File: src/cart_pkg.sv
// Cartridge loader shared definitions

package cart_pkg;

	// ============================================================
	// Host port and ROM widths
	// ============================================================

	// Download data word from the host
	localparam int WORD_W = 16;
	// ROM byte address
	localparam int ROM_ADDR_W = 24;
	// Host download address
	localparam int HOST_ADDR_W = 25;
	// Download file index
	localparam int INDEX_W = 8;

	// Index of a cheat code download
	localparam logic [INDEX_W-1:0] CODE_INDEX = '1;
	// Low index bits of a SuperGrafx file
	localparam logic [4:0] SGX_INDEX = 5'd2;

	// ============================================================
	// Populous title signature
	// ============================================================

	// Upper address bits of the two 16-byte title blocks
	localparam logic [ROM_ADDR_W-5:0] SIG_BLOCK_A = 20'h00212;
	localparam logic [ROM_ADDR_W-5:0] SIG_BLOCK_B = 20'h001F2;

	// Expected words at block offsets 6, 8, 10 and 12
	localparam logic [WORD_W-1:0] SIG_WORD_0 = 16'h4F50;
	localparam logic [WORD_W-1:0] SIG_WORD_1 = 16'h5550;
	localparam logic [WORD_W-1:0] SIG_WORD_2 = 16'h4F4C;
	localparam logic [WORD_W-1:0] SIG_WORD_3 = 16'h5355;

	// Cheat code, flags in the top word
	typedef struct packed {
		logic [31:0] flags;
		logic [31:0] address;
		logic [31:0] compare;
		logic [31:0] replace;
	} cheat_code_t;

endpackage

File: src/cart_loader_top.sv
// Cartridge loader top level
`timescale 1ns/1ps

module cart_loader_top (
	input  logic                             clk_sys,
	input  logic                             rst,
	input  logic                             download,
	input  logic [cart_pkg::INDEX_W-1:0]     index,
	input  logic                             host_wr,
	input  logic [cart_pkg::HOST_ADDR_W-1:0] host_addr,
	input  logic [cart_pkg::WORD_W-1:0]      host_data,
	input  logic                             swap_en,
	input  logic                             mem_ack,
	output logic                             host_wait,
	output logic                             mem_req,
	output logic [cart_pkg::ROM_ADDR_W-1:0]  mem_addr,
	output logic [cart_pkg::WORD_W-1:0]      mem_data,
	output logic [7:0]                       rom_size,
	output logic                             rom_pop,
	output logic                             sgx,
	output cart_pkg::cheat_code_t            code,
	output logic                             code_load
);
	import cart_pkg::*;

	logic              cart_start;
	logic              cart_wr;
	logic              code_wr;
	logic              write_done;
	logic [WORD_W-1:0] rom_word;

	// Size in 64 KiB units
	assign rom_size = mem_addr[ROM_ADDR_W-1:ROM_ADDR_W-8];

	download_port u_download_port (
		.clk_sys    (clk_sys),
		.rst        (rst),
		.download   (download),
		.index      (index),
		.host_wr    (host_wr),
		.write_done (write_done),
		.cart_start (cart_start),
		.cart_wr    (cart_wr),
		.code_wr    (code_wr),
		.host_wait  (host_wait),
		.sgx        (sgx)
	);

	populous_detect u_populous_detect (
		.clk_sys    (clk_sys),
		.rst        (rst),
		.host_data  (host_data),
		.swap_en    (swap_en),
		.cart_start (cart_start),
		.cart_wr    (cart_wr),
		.rom_addr   (mem_addr),
		.rom_word   (rom_word),
		.rom_pop    (rom_pop)
	);

	cheat_assembler u_cheat_assembler (
		.clk_sys   (clk_sys),
		.rst       (rst),
		.code_wr   (code_wr),
		.host_addr (host_addr[3:0]),
		.host_data (host_data),
		.code      (code),
		.code_load (code_load)
	);

	rom_write_channel u_rom_write_channel (
		.clk_sys    (clk_sys),
		.rst        (rst),
		.cart_start (cart_start),
		.cart_wr    (cart_wr),
		.rom_word   (rom_word),
		.mem_ack    (mem_ack),
		.mem_req    (mem_req),
		.mem_addr   (mem_addr),
		.mem_data   (mem_data),
		.write_done (write_done)
	);

endmodule

File: src/cheat_assembler.sv
// Cheat code assembly
`timescale 1ns/1ps

module cheat_assembler (
	input  logic                        clk_sys,
	input  logic                        rst,
	input  logic                        code_wr,
	input  logic [3:0]                  host_addr,
	input  logic [cart_pkg::WORD_W-1:0] host_data,
	output cart_pkg::cheat_code_t       code,
	output logic                        code_load
);

	// Eight words per code, low half of each field first
	always_ff @(posedge clk_sys) begin
		if (code_wr) begin
			case (host_addr)
				4'd0:  code.flags[15:0]    <= host_data;
				4'd2:  code.flags[31:16]   <= host_data;
				4'd4:  code.address[15:0]  <= host_data;
				4'd6:  code.address[31:16] <= host_data;
				4'd8:  code.compare[15:0]  <= host_data;
				4'd10: code.compare[31:16] <= host_data;
				4'd12: code.replace[15:0]  <= host_data;
				4'd14: code.replace[31:16] <= host_data;
				default: ;
			endcase
		end
	end

	// Strobe once the last word is in
	always_ff @(posedge clk_sys) begin
		if (rst) begin
			code_load <= 1'b0;
		end else begin
			code_load <= code_wr && (host_addr == 4'd14);
		end
	end

	// Load strobe never repeats back to back
	a_load_single : assert property (
		@(posedge clk_sys) disable iff (rst)
		code_load |=> !code_load
	);

endmodule

File: src/download_port.sv
// Host download port decode
`timescale 1ns/1ps

module download_port (
	input  logic                         clk_sys,
	input  logic                         rst,
	input  logic                         download,
	input  logic [cart_pkg::INDEX_W-1:0] index,
	input  logic                         host_wr,
	input  logic                         write_done,
	output logic                         cart_start,
	output logic                         cart_wr,
	output logic                         code_wr,
	output logic                         host_wait,
	output logic                         sgx
);
	import cart_pkg::*;

	logic code_sel;
	logic cart_dl;
	logic cart_dl_q;

	// All ones in the index marks a cheat file
	assign code_sel = (index == CODE_INDEX);
	assign cart_dl  = download & ~code_sel;

	// First cycle of a cartridge download
	assign cart_start = cart_dl & ~cart_dl_q;

	assign cart_wr = host_wr & cart_dl;
	assign code_wr = host_wr & download & code_sel;

	always_ff @(posedge clk_sys) begin
		if (rst) begin
			cart_dl_q <= 1'b0;
			host_wait <= 1'b0;
			sgx       <= 1'b0;
		end else begin
			cart_dl_q <= cart_dl;
			if (cart_start) begin
				sgx <= (index[4:0] == SGX_INDEX);
			end else if (cart_wr) begin
				// Hold the host off until the memory has the word
				host_wait <= 1'b1;
			end else if (write_done) begin
				host_wait <= 1'b0;
			end
		end
	end

	// Host must respect the wait flag
	a_no_wr_in_wait : assert property (
		@(posedge clk_sys) disable iff (rst)
		host_wait |-> !host_wr
	);

endmodule

File: src/populous_detect.sv
// Word swap and Populous signature check
`timescale 1ns/1ps

module populous_detect (
	input  logic                            clk_sys,
	input  logic                            rst,
	input  logic [cart_pkg::WORD_W-1:0]     host_data,
	input  logic                            swap_en,
	input  logic                            cart_start,
	input  logic                            cart_wr,
	input  logic [cart_pkg::ROM_ADDR_W-1:0] rom_addr,
	output logic [cart_pkg::WORD_W-1:0]     rom_word,
	output logic                            rom_pop
);
	import cart_pkg::*;

	logic [WORD_W-1:0] reversed;
	logic [WORD_W-1:0] sig_word;
	logic              sig_check;
	logic              in_block;
	// One flag per title block, selected by address bit 13
	logic [1:0]        pop_flag;

	// Full bit reversal of the host word
	assign reversed = {<<{host_data}};
	assign rom_word = swap_en ? reversed : host_data;

	assign in_block = (rom_addr[ROM_ADDR_W-1:4] == SIG_BLOCK_A) ||
		(rom_addr[ROM_ADDR_W-1:4] == SIG_BLOCK_B);

	// Expected word for the current offset
	always_comb begin
		sig_check = in_block;
		sig_word  = SIG_WORD_0;
		case (rom_addr[3:0])
			4'd6:    sig_word  = SIG_WORD_0;
			4'd8:    sig_word  = SIG_WORD_1;
			4'd10:   sig_word  = SIG_WORD_2;
			4'd12:   sig_word  = SIG_WORD_3;
			default: sig_check = 1'b0;
		endcase
	end

	// ============================================================
	// Signature flags
	// ============================================================

	always_ff @(posedge clk_sys) begin
		if (rst) begin
			pop_flag <= 2'b11;
		end else if (cart_start) begin
			pop_flag <= 2'b11;
		end else if (cart_wr && sig_check && (rom_word != sig_word)) begin
			pop_flag[rom_addr[13]] <= 1'b0;
		end
	end

	// Bit 9 is set when the file carries a 512-byte header
	assign rom_pop = pop_flag[rom_addr[9]];

endmodule

File: src/rom_write_channel.sv
// ROM memory write channel
`timescale 1ns/1ps

module rom_write_channel (
	input  logic                            clk_sys,
	input  logic                            rst,
	input  logic                            cart_start,
	input  logic                            cart_wr,
	input  logic [cart_pkg::WORD_W-1:0]     rom_word,
	input  logic                            mem_ack,
	output logic                            mem_req,
	output logic [cart_pkg::ROM_ADDR_W-1:0] mem_addr,
	output logic [cart_pkg::WORD_W-1:0]     mem_data,
	output logic                            write_done
);
	import cart_pkg::*;

	logic pending;

	// Memory has copied the request level
	assign write_done = pending && (mem_ack == mem_req);

	// ============================================================
	// Request toggle and address counter
	// ============================================================

	always_ff @(posedge clk_sys) begin
		if (rst) begin
			mem_req  <= 1'b0;
			mem_addr <= '0;
			pending  <= 1'b0;
		end else if (cart_start) begin
			mem_addr <= '0;
		end else if (cart_wr) begin
			// One level change per word
			mem_req <= ~mem_req;
			pending <= 1'b1;
		end else if (write_done) begin
			pending  <= 1'b0;
			mem_addr <= mem_addr + ROM_ADDR_W'(2);
		end
	end

	// Write data, held for the whole request
	always_ff @(posedge clk_sys) begin
		if (cart_wr && !cart_start) begin
			mem_data <= rom_word;
		end
	end

	// ============================================================
	// Checks
	// ============================================================

	// Only one word in flight
	a_wr_not_pending : assert property (
		@(posedge clk_sys) disable iff (rst)
		pending |-> !cart_wr
	);

	// Data must not move under an open request
	a_data_stable : assert property (
		@(posedge clk_sys) disable iff (rst)
		pending && !write_done |=> $stable(mem_data)
	);

endmodule
File: config.mk
export PLATFORM = sky130hd
export DESIGN_NAME = cart_loader_top
export DESIGN_NICKNAME = d
export VERILOG_FILES = /design/src/cart_pkg.sv /design/src/cart_loader_top.sv /design/src/cheat_assembler.sv /design/src/download_port.sv /design/src/populous_detect.sv /design/src/rom_write_channel.sv
export SDC_FILE = /design/constraint.sdc
export NUM_CORES = 1
export LEC_CHECK = 0
export BUFFER_PORTS_ARGS = -buffer_cell sky130_fd_sc_hd__buf_2
export CAP_MARGIN = 5
export CORE_UTILIZATION = 49
export DETAILED_ROUTE_END_ITERATION = 16
export GPL_TIMING_DRIVEN = 0
export PLACE_DENSITY = 0.86
export SETUP_SLACK_MARGIN = 0.02
export SYNTH_ARGS = -nofsm -noshare
export SYNTH_HDL_FRONTEND = slang
export SYNTH_HIERARCHICAL = 1
export SYNTH_SLANG_ARGS = --single-unit
File: constraint.sdc
create_clock -name clk_sys -period 4.83 [get_ports clk_sys]
set_input_delay 1.2075 -clock clk_sys [delete_from_list [all_inputs] [get_ports clk_sys]]
set_output_delay 1.2075 -clock clk_sys [all_outputs]
set_load 0.02 [all_outputs]
# --- Word level (Yosys, flattened, before mapping) ---
# Index checks and enable logic that the tools add are counted.
totals:
  register_bits: 175
  input_bits: 55
  output_inout_bits: 181
  word_cells: 81
op_classes:
  addsub: 1
  magnitude_cmp: 3
  n_eq_ne: 17
  n_mux: 9
  bitwise: 12
  reduce_logical: 23
ops:
  columns: ["cell", "count"]
  rows:
  - ["$pmux W13 S3", 1]
  - ["$eq A4 B4 Y1 const B", 7]
  - ["$add A24 B2 Y24 const B", 1]
  - ["$reduce_and A2 Y1", 11]
  - ["$eq A20 B10 Y1 const B", 1]
  - ["$eq A20 B9 Y1 const B", 1]
  - ["$mux W16", 1]
  - ["$ne A16 B15 Y1", 1]
  - ["$eq A4 B3 Y1 const B", 3]
  - ["$eq A8 B8 Y1 const B", 1]
  - ["$logic_and A1 B1 Y1", 6]
  - ["$mux W1", 6]
  - ["$and A1 B1 Y1", 5]
  - ["$eq A5 B2 Y1 const B", 1]
  - ["$not A1 Y1", 5]
  - ["$eq A4 B2 Y1 const B", 1]
  - ["$logic_not A4 Y1", 1]
  - ["$lt A1 B2 Y1 const B", 2]
  - ["$reduce_or A4 Y1", 1]
  - ["$and A2 B2 Y2", 1]
  - ["$not A2 Y2", 1]
  - ["$reduce_bool A2 Y1", 1]
  - ["$reduce_or A2 Y1", 1]
  - ["$demux W1 S1", 1]
  - ["4 further kinds", 4]

# --- Depth between registers and ports, before layout ---
# Gate-level depths: netlist of run 1.
logic_depth:
  ltp_word: 6
  ltp_mapped: 8
  mapped_depth_nobuf: 8

# --- Cells and area by module ---
# Netlist of run 1, hierarchy kept.
modules_own_cells:
  columns: ["mod", "instances", "cells_per_inst", "area_per_inst_um2"]
  rows:
  - ["cheat_assembler", 1, 143, 3957.5]
  - ["rom_write_channel", 1, 160, 1706.6]
  - ["populous_detect", 1, 73, 614.3]
  - ["download_port", 1, 23, 190.2]
  - ["cart_loader_top", 1, 8, 60.1]

# --- Least setup slack after synthesis of run 1 ---
# OpenSTA, ideal clock, no wires.
synth_path:
  kind: "input-to-reg"
  startpoint: "in index[3] in the netlist's numbering"
  endpoint: "reg u_cheat_assembler/code[112] (netlist name)"
  arrival_time_ns: 3.484
  required_time_ns: 4.398
  setup_slack_ns: 0.914
  stages: 4
  n_path_buf: 0
  cell_sequence: "nand4_1 > nor3_1 > nand2_1 > nor4_1"
synth_between:
  elab_chain_len: 3
synth_lines:
  columns: ["item", "line_no", "source"]
  rows:
  - ["start: declaration", "cart_loader_top.sv:8", "input logic [cart_pkg::INDEX_W-1:0] index,"]
  - ["$eq A8 B8 Y1", "download_port.sv:24", "assign code_sel = (index == CODE_INDEX);"]
  - ["$and A1 B1 Y1", "download_port.sv:31", "assign code_wr = host_wr & download & code_sel;"]
  - ["named net code_wr", "cart_loader_top.sv:28", "logic code_wr;"]
  - ["$reduce_and A2 Y1 (no line)", null, null]
# The timed path passes the listed nets, and every way through them passes these cells.
# A chain may end at the register's enable or synchronous reset.

# --- Final worst setup path of run 1 ---
layout_path:
  startpoint: "in index[3] in the netlist's numbering"
  endpoint: "reg u_cheat_assembler/code[118] (netlist name)"
layout_between:
  elab_chain_len: 3
layout_lines:
  columns: ["item", "line_no"]
  rows:
  - ["$eq A8 B8 Y1", "download_port.sv:24"]
  - ["$and A1 B1 Y1", "download_port.sv:31"]
  - ["named net code_wr", "cart_loader_top.sv:28"]
  - ["$reduce_and A2 Y1 (no line)", null]
# The timed path passes the listed nets, and every way through them passes these cells.

==> impl_results.md, run 1 <==
- Most common cell after layout, fill and taps aside: buf_2
- Final cell count without fillers: 833
- Die area: 13,800 um^2
- Synth area leader: edfxtp_1
- Hold Crit Start: u_download_port/host_wait
- Sw frac: 21.2%
- Root Buffer: clkbuf_16
- DRT Wirelength: 15,900 um
- Crit Path Category: input pin to flop
- Hold path depth: 2
- Io pins: 236
- Post-Syn Instances: 407
- RSZ-0062 raised after global routing: no
- PortBufs: 213
- Worst EP required: 4.95 ns
- XOR/XNOR Fraction of Synth Area: 1.72%
- H-tree depth: 4
- # clock sinks: 175
- Avg Synthesized Cell Area: 16.0 um^2
- Clock-pin transition on the worst setup and hold timing paths: 0.07 ns
- Drt first pass iters: 6
- Vias per inst: 5.41
- Worst-Skew Late Latency: 0.42 ns
- Final setup viols: 0
- Detailed placer's ending HPWL: 11,200 um
- Chip height: 117 um
- Seq/Total Area, Yosys: 75.7%
- Initial core utilization: 50.9%
- Worst r2r dst: u_rom_write_channel/mem_addr[19]
- First-pass GRT wire length: 24,100 um
- Pint: 2.40 mW
- Largest net degree at the start of global routing: 19
- Hold Vio Cnt, Final: 0
- Worst-path fanout max: 7
- CTS tree: done
- DRC: 0
- Worst Hold Path EP: u_download_port/host_wait
- Most frequent cells in the layout: buf_2, edfxtp_1, dfxtp_1
- Post-synthesis cell area: 6530 um^2
- Flop2flop setup slack: 2.50 ns
- TritonCTS Buffers: 17
- FF-to-FF Start: u_rom_write_channel/mem_addr[2]
- Main combinational cell family by area after synthesis: simple AND/OR/NAND/NOR gates
- Worst min-delay path class: flop to flop
- Gr ovfl total: 0
- Pwr Density: 358 nW/um^2
- Largest cells by area after synthesis: edfxtp_1, dfxtp_1, mux2_2
- Antenna Cells: 0
- Clk buf depth: 2
- Share of the synthesized area in the top cell type: 66.2%
- Area growth from synthesis to layout: 30.2%
- # hold bufs at CTS: 0
- Synthesized net count: 463
- Fin Hold WS: 0.508 ns
- Worst path arrival time: 3.39 ns
- Leak: 3.23 nW
- Mux contribution to synthesized area: 3.49%
- Psw: 645 uW
- Yosys Warn Count: 6
- Vias in the first global route: 4,262
- RePlAce Congestion: 0.888
- DRT iter0 DRCs: 324
- Minimum clock period: 3.27 ns
- Core footprint: 12,800 um^2
- Outcome: finished clean
- Synth Area in Adders: 0.192%
- Clock share of power: 42.2%
- Placed Cells: 801
- CP Launch Type: input pin
- Synth Flop Type: edfxtp_1
- Period utilisation layout: 67.8%
- Layout Nets: 704
- Initial antenna violation count: 0
- Max Cap Viol: 0
- Post-Synth Simple-Gate Area: 12.2%
- Comb pwr share: 3.8%
- Number of synthesized register bits: 175
- Worst reg2reg path depth: 6
- CTS resizes: 0
- EDFF count, synth: 144
- Row count: 41
- CP endpoint kind: flop
- Routed vias: 4,506
- Synth Area in Compound Gates: 4.47%
- Post-CTS Setup Inserts: 0
- Total GRT Usage: 23.3%
- Distinct cells, synth: 61
- Asr flop ratio synth: 0%
- Routed length per placed instance: 19.1 um
- Slew headroom: 26.0%
- Worst Max-Slew Pin Slew: 1.11 ns
- Clk_skew: 0.00875 ns
- Fmax: 0.306 GHz
- Pins Over Slew Limit: 0
- Share of cells above drive strength 1: 45.8%
- Overall die width: 117 um
- Reg power frac: 54.0%
- DRT antenna net count: 0
- Max IR drop VDD: 0.000258 V
==> layout make-up <==
cell class	count	area [um^2]
Multi-Input combinational cell	207	1490
Buffer	19	118
Inverter	6	22.5
Clock inverter	14	133
Clock buffer	18	429
Timing Repair Buffer	222	1150
Fill cell	931	4320
Tap cell	172	215
Sequential cell	175	4940
==> kinds of logic (layout without fill, tap and decap cells) <==
group                    count (synthesis)  after routing
adder cells (fa/ha/maj)                  1              1
AO/OA/AOI/OAI                           45             45
multiplexers                            20             20
AND/OR/NAND/NOR                        128            128
flip-flops                             175            175
buffers and inverters                   25            279
other                                    1              1
XOR/XNOR                                12             12
==> power groups by stage <==
stage / clock network (mW) / logic, mW / registers [mW]
after global routing: 1.37 / 0.124 / 1.64
after floorplan: 0 / 0.0471 / 1.69
after CTS: 1.31 / 0.115 / 1.64
after global placement: 0 / 0.109 / 1.68
after detailed placement: 0 / 0.114 / 1.68
final: 1.28 / 0.114 / 1.64
==> worst max-delay path, cell delays in order <==
cell and delay (ns):
buf_2 0.09, nand4_1 0.19, nor3_1 0.53, nand2_1 0.20
nor4_2 0.64, buf_4 0.31, buf_4 0.21
==> worst max-delay path by stage <==
stage | from | to | slack, ns | cells after the start
5_1_grt | index[3] | u_cheat_assembler/code[126] | 1.47 | 7
2_1_floorplan | index[3] | u_cheat_assembler/code[112] | 0.91 | 4
3_3_place_gp | index[3] | u_cheat_assembler/code[126] | -0.83 | 5
6_report | index[3] | u_cheat_assembler/code[118] | 1.56 | 7
3_5_place_dp | index[3] | u_cheat_assembler/code[126] | 1.12 | 7
4_1_cts | index[3] | u_cheat_assembler/code[118] | 1.54 | 7
==> metrics by stage <==
| stage | worst slack, ns | power, mW | setup TNS [ns] | utilization (%) | cell area (um^2) |
|---|---|---|---|---|---|
| detailed placement | 1.12 | 1.79 | 0 | 61.9 | 7940 |
| global route | 1.47 | 3.13 | 0 | 66.3 | 8500 |
| global placement | -0.826 | 1.78 | -23.91 | 60.9 | 7810 |
| CTS | 1.54 | 3.07 | 0 | 66.3 | 8500 |
| floorplan | 0.914 | 1.73 | 0 | - | 6530 |
| finish | 1.56 | 3.04 | 0 | 66.3 | 8500 |
==> synthesized netlist by cell type, types with 3 or more instances <==
| cell | count |
|---|---|
| o21ai_0 | 5 |
| clkbuf_1 | 7 |
| nand4_1 | 10 |
| and4_1 | 3 |
| inv_1 | 6 |
| nand2_1 | 9 |
| mux2_2 | 17 |
| buf_4 | 10 |
| nand3b_1 | 3 |
| nor3b_1 | 4 |
| edfxtp_1 | 144 |
| nor2_1 | 23 |
| xnor2_1 | 9 |
| nand3_1 | 12 |
| a21oi_1 | 16 |
| nor4_1 | 8 |
| or3_1 | 3 |
| nor3_1 | 16 |
| o31ai_1 | 10 |
| or4_1 | 11 |
| dfxtp_1 | 31 |
| and2_1 | 3 |
==> registers in the layout, indices dropped and copies added, names as in the netlist <==
signal and flops:
u_rom_write_channel/mem_req 1, u_rom_write_channel/mem_data 16, u_download_port/host_wait 1, u_rom_write_channel/mem_addr 23, u_populous_detect/pop_flag 2, u_download_port/sgx 1
u_cheat_assembler/code 128, u_rom_write_channel/pending 1, u_cheat_assembler/code_load 1, u_download_port/cart_dl_q 1
==> per-layer routing <==
metal,vias up,GRT usage (%),part of all wire (%)
met5,-,0,0
met4,0,8.36,2.2
met3,37,5.79,6.8
met2,242,40.2,52
met1,2163,28.4,39
li1,2064,-,-
(Power assumes the default switching activity.)
==> inputs of run 2 (changes only) <==
Clock period 4.83 ns to 3.3 ns, I/O delays scaled along.
==> run 2 against run 1 <==
Compared with the run above:
- via count shrank 0.84%
- design area grew 0.43%
- clock skew shrank 0.0013 ns
- routed wire length shrank 4.1%
- register-to-register slack lost 1.4 ns
- power grew 47%
- critical endpoint is now u_cheat_assembler/code[24]
- highest routed layer unchanged
==> impl_results.md, run 2 (synthesis gave the netlist of run 1 again) <==
- Drt first pass iters: 5 (-1)
- CP Cell Sequence: buf_2 -> nand4_1 -> nor3_1 -> nand3_1 -> nor2_1 -> buf_4
- Routed vias: 4,468 (-0.84%)
- Worst stage delay on the critical path: 0.59 ns (-0.05 ns)
- Period utilisation layout: 85.3%
- Clk buf depth: 2 (unchanged)
- Detailed placer's ending HPWL: 11,100 um (-0.86%)
- Chip height: 117 um (unchanged)
- # hold bufs at CTS: 0 (unchanged)
- Core footprint: 12,800 um^2 (unchanged)
- RSZ-0062 raised after global routing: no
- Clock-pin transition on the worst setup and hold timing paths: 0.07 ns (about the same)
- Final cell count without fillers: 831 (-0.24%)
- H-tree depth: 4 (unchanged)
- Initial antenna violation count: 0 (unchanged)
- Fmax: 0.355 GHz
- Hold Vio Cnt, Final: 0 (unchanged)
- Worst EP required: 3.41 ns (-1.54 ns)
- Initial core utilization: 50.9% (unchanged)
- Worst path arrival time: 2.92 ns (-0.47 ns)
- CTS resizes: 0 (unchanged)
- Area growth from synthesis to layout: 30.8%
- CTS tree: done
- Most frequent cells in the layout: buf_2, edfxtp_1, dfxtp_1
- Antenna Cells: 0 (unchanged)
- Total GRT Usage: 22.5% (-0.86 points)
- CP Launch Type: input pin
- Slew headroom: 35.8% (+9.8 points)
- Placed Cells: 800 (-0.12%)
- Worst Max-Slew Pin Slew: 0.959 ns (-0.150 ns)
- Worst Path Buf+Inv: 2 (-1)
- Pwr Density: 524 nW/um^2 (+46%)
- Max IR drop VDD: 0.000288 V (+12%)
- Routed length per placed instance: 18.3 um (-3.9%)
- Minimum clock period: 2.81 ns
- PortBufs: 213 (unchanged)
- Worst-path fanout max: 10 (+3)
- Post-CTS Setup Inserts: 0 (unchanged)
- DRT iter0 DRCs: 312 (-3.7%)
- Pint: 3.46 mW (+44%)
- Max Cap Viol: 0 (unchanged)
- Outcome: finished clean
- Psw: 1.01 mW (+56%)
- Root Buffer: clkbuf_16
- Largest net degree at the start of global routing: 19 (unchanged)
- First-pass GRT wire length: 23,600 um (-1.8%)
- Worst min-delay path class: flop to flop
- Clk_skew: 0.00749 ns (-0.00126 ns)
- Fin Hold WS: 0.520 ns (+0.0121 ns)
- Io pins: 236 (unchanged)
- Vias per inst: 5.38 (-0.60%)
- DRC: 0 (unchanged)
- Overall die width: 117 um (unchanged)
- Crit Path Category: input pin to flop
- Crit-path slowest cell: nor3_1
- # clock sinks: 175 (unchanged)
- Final setup TNS: 0 ns (unchanged)
- Delay-heaviest family, CP: simple AND/OR/NAND/NOR gates
- Largest register FFs: 128 (unchanged)
- Layout Nets: 703 (-0.14%)
- DRT antenna net count: 0 (unchanged)
- Gr ovfl total: 0 (unchanged)
- Final setup viols: 0 (unchanged)
- Share of cells above drive strength 1: 46.0% (+0.14 points)
- Die area: 13,800 um^2 (unchanged)
- Reg power frac: 53.8% (-0.2 points)
- Final Power: 4.47 mW (+47%)
- Comb pwr share: 3.8% (about the same)
- Worst-Skew Late Latency: 0.42 ns (about the same)
- RePlAce Congestion: 0.916 (+3.2%)
- Sw frac: 22.5% (+1.3 points)
- TritonCTS Buffers: 17 (unchanged)
- Vias in the first global route: 4,300 (+0.89%)
- DRT Wirelength: 15,200 um (-4.1%)
- Row count: 41 (unchanged)
- Clock share of power: 42.4% (+0.2 points)
- Pins Over Slew Limit: 0 (unchanged)
- Most common cell after layout, fill and taps aside: buf_2
- Leak: 3.25 nW (+0.63%)
- CP endpoint kind: flop
-- run 2: final timing paths --
check	start	end	slack [ns]	depth (start not counted)
worst max-delay path	index[3]	u_cheat_assembler/code[24]	0.49	6
worst min-delay path	u_download_port/host_wait	u_download_port/host_wait	0.52	2
worst max register to register	u_rom_write_channel/mem_addr[2]	u_rom_write_channel/mem_addr[19]	1.06	6
worst min register to register	u_download_port/host_wait	u_download_port/host_wait	0.52	2
-- run 2: stage by stage --
| stage | util (%) | area [um^2] | setup WS, ns |
|---|---|---|---|
| after floorplan | - | 6540 | 0.151 |
| after global placement | 61.0 | 7820 | -0.945 |
| after detailed placement | 62.1 | 7960 | 0.182 |
| after CTS | 66.6 | 8540 | 0.608 |
| after global routing | 66.6 | 8540 | 0.384 |
| final | 66.6 | 8540 | 0.486 |
-- run 2: per-layer routing --
layer	routed length, um	global-route usage, %
met5	0	0
met4	214	7.22
met3	1020	4.52
met2	7730	39.2
met1	6270	28.0
-- run 2: power groups by stage --
stage               Sequential, mW  Clock [mW]  Combinational [mW]
CTS                           2.41        1.92               0.170
floorplan                     2.47           0              0.0690
detailed placement            2.45           0               0.169
finish                        2.40        1.90               0.170
global route                  2.41        2.00               0.185
global placement              2.45           0               0.160
-- run 2: tightest hold or removal path, cell delays in order (launching register included) --
cell and delay (ns):
dfxtp_1 0.34, nand2b_1 0.08, a21oi_1 0.06
-- run 2: cell type report --
| class | instances | area (um^2) |
|---|---|---|
| Buffer | 19 | 118 |
| Clock inverter | 14 | 150 |
| Fill cell | 923 | 4290 |
| Multi-Input combinational cell | 207 | 1510 |
| Sequential cell | 175 | 4940 |
| Tap cell | 172 | 215 |
| Inverter | 6 | 22.5 |
| Timing Repair Buffer | 221 | 1160 |
| Clock buffer | 17 | 425 |
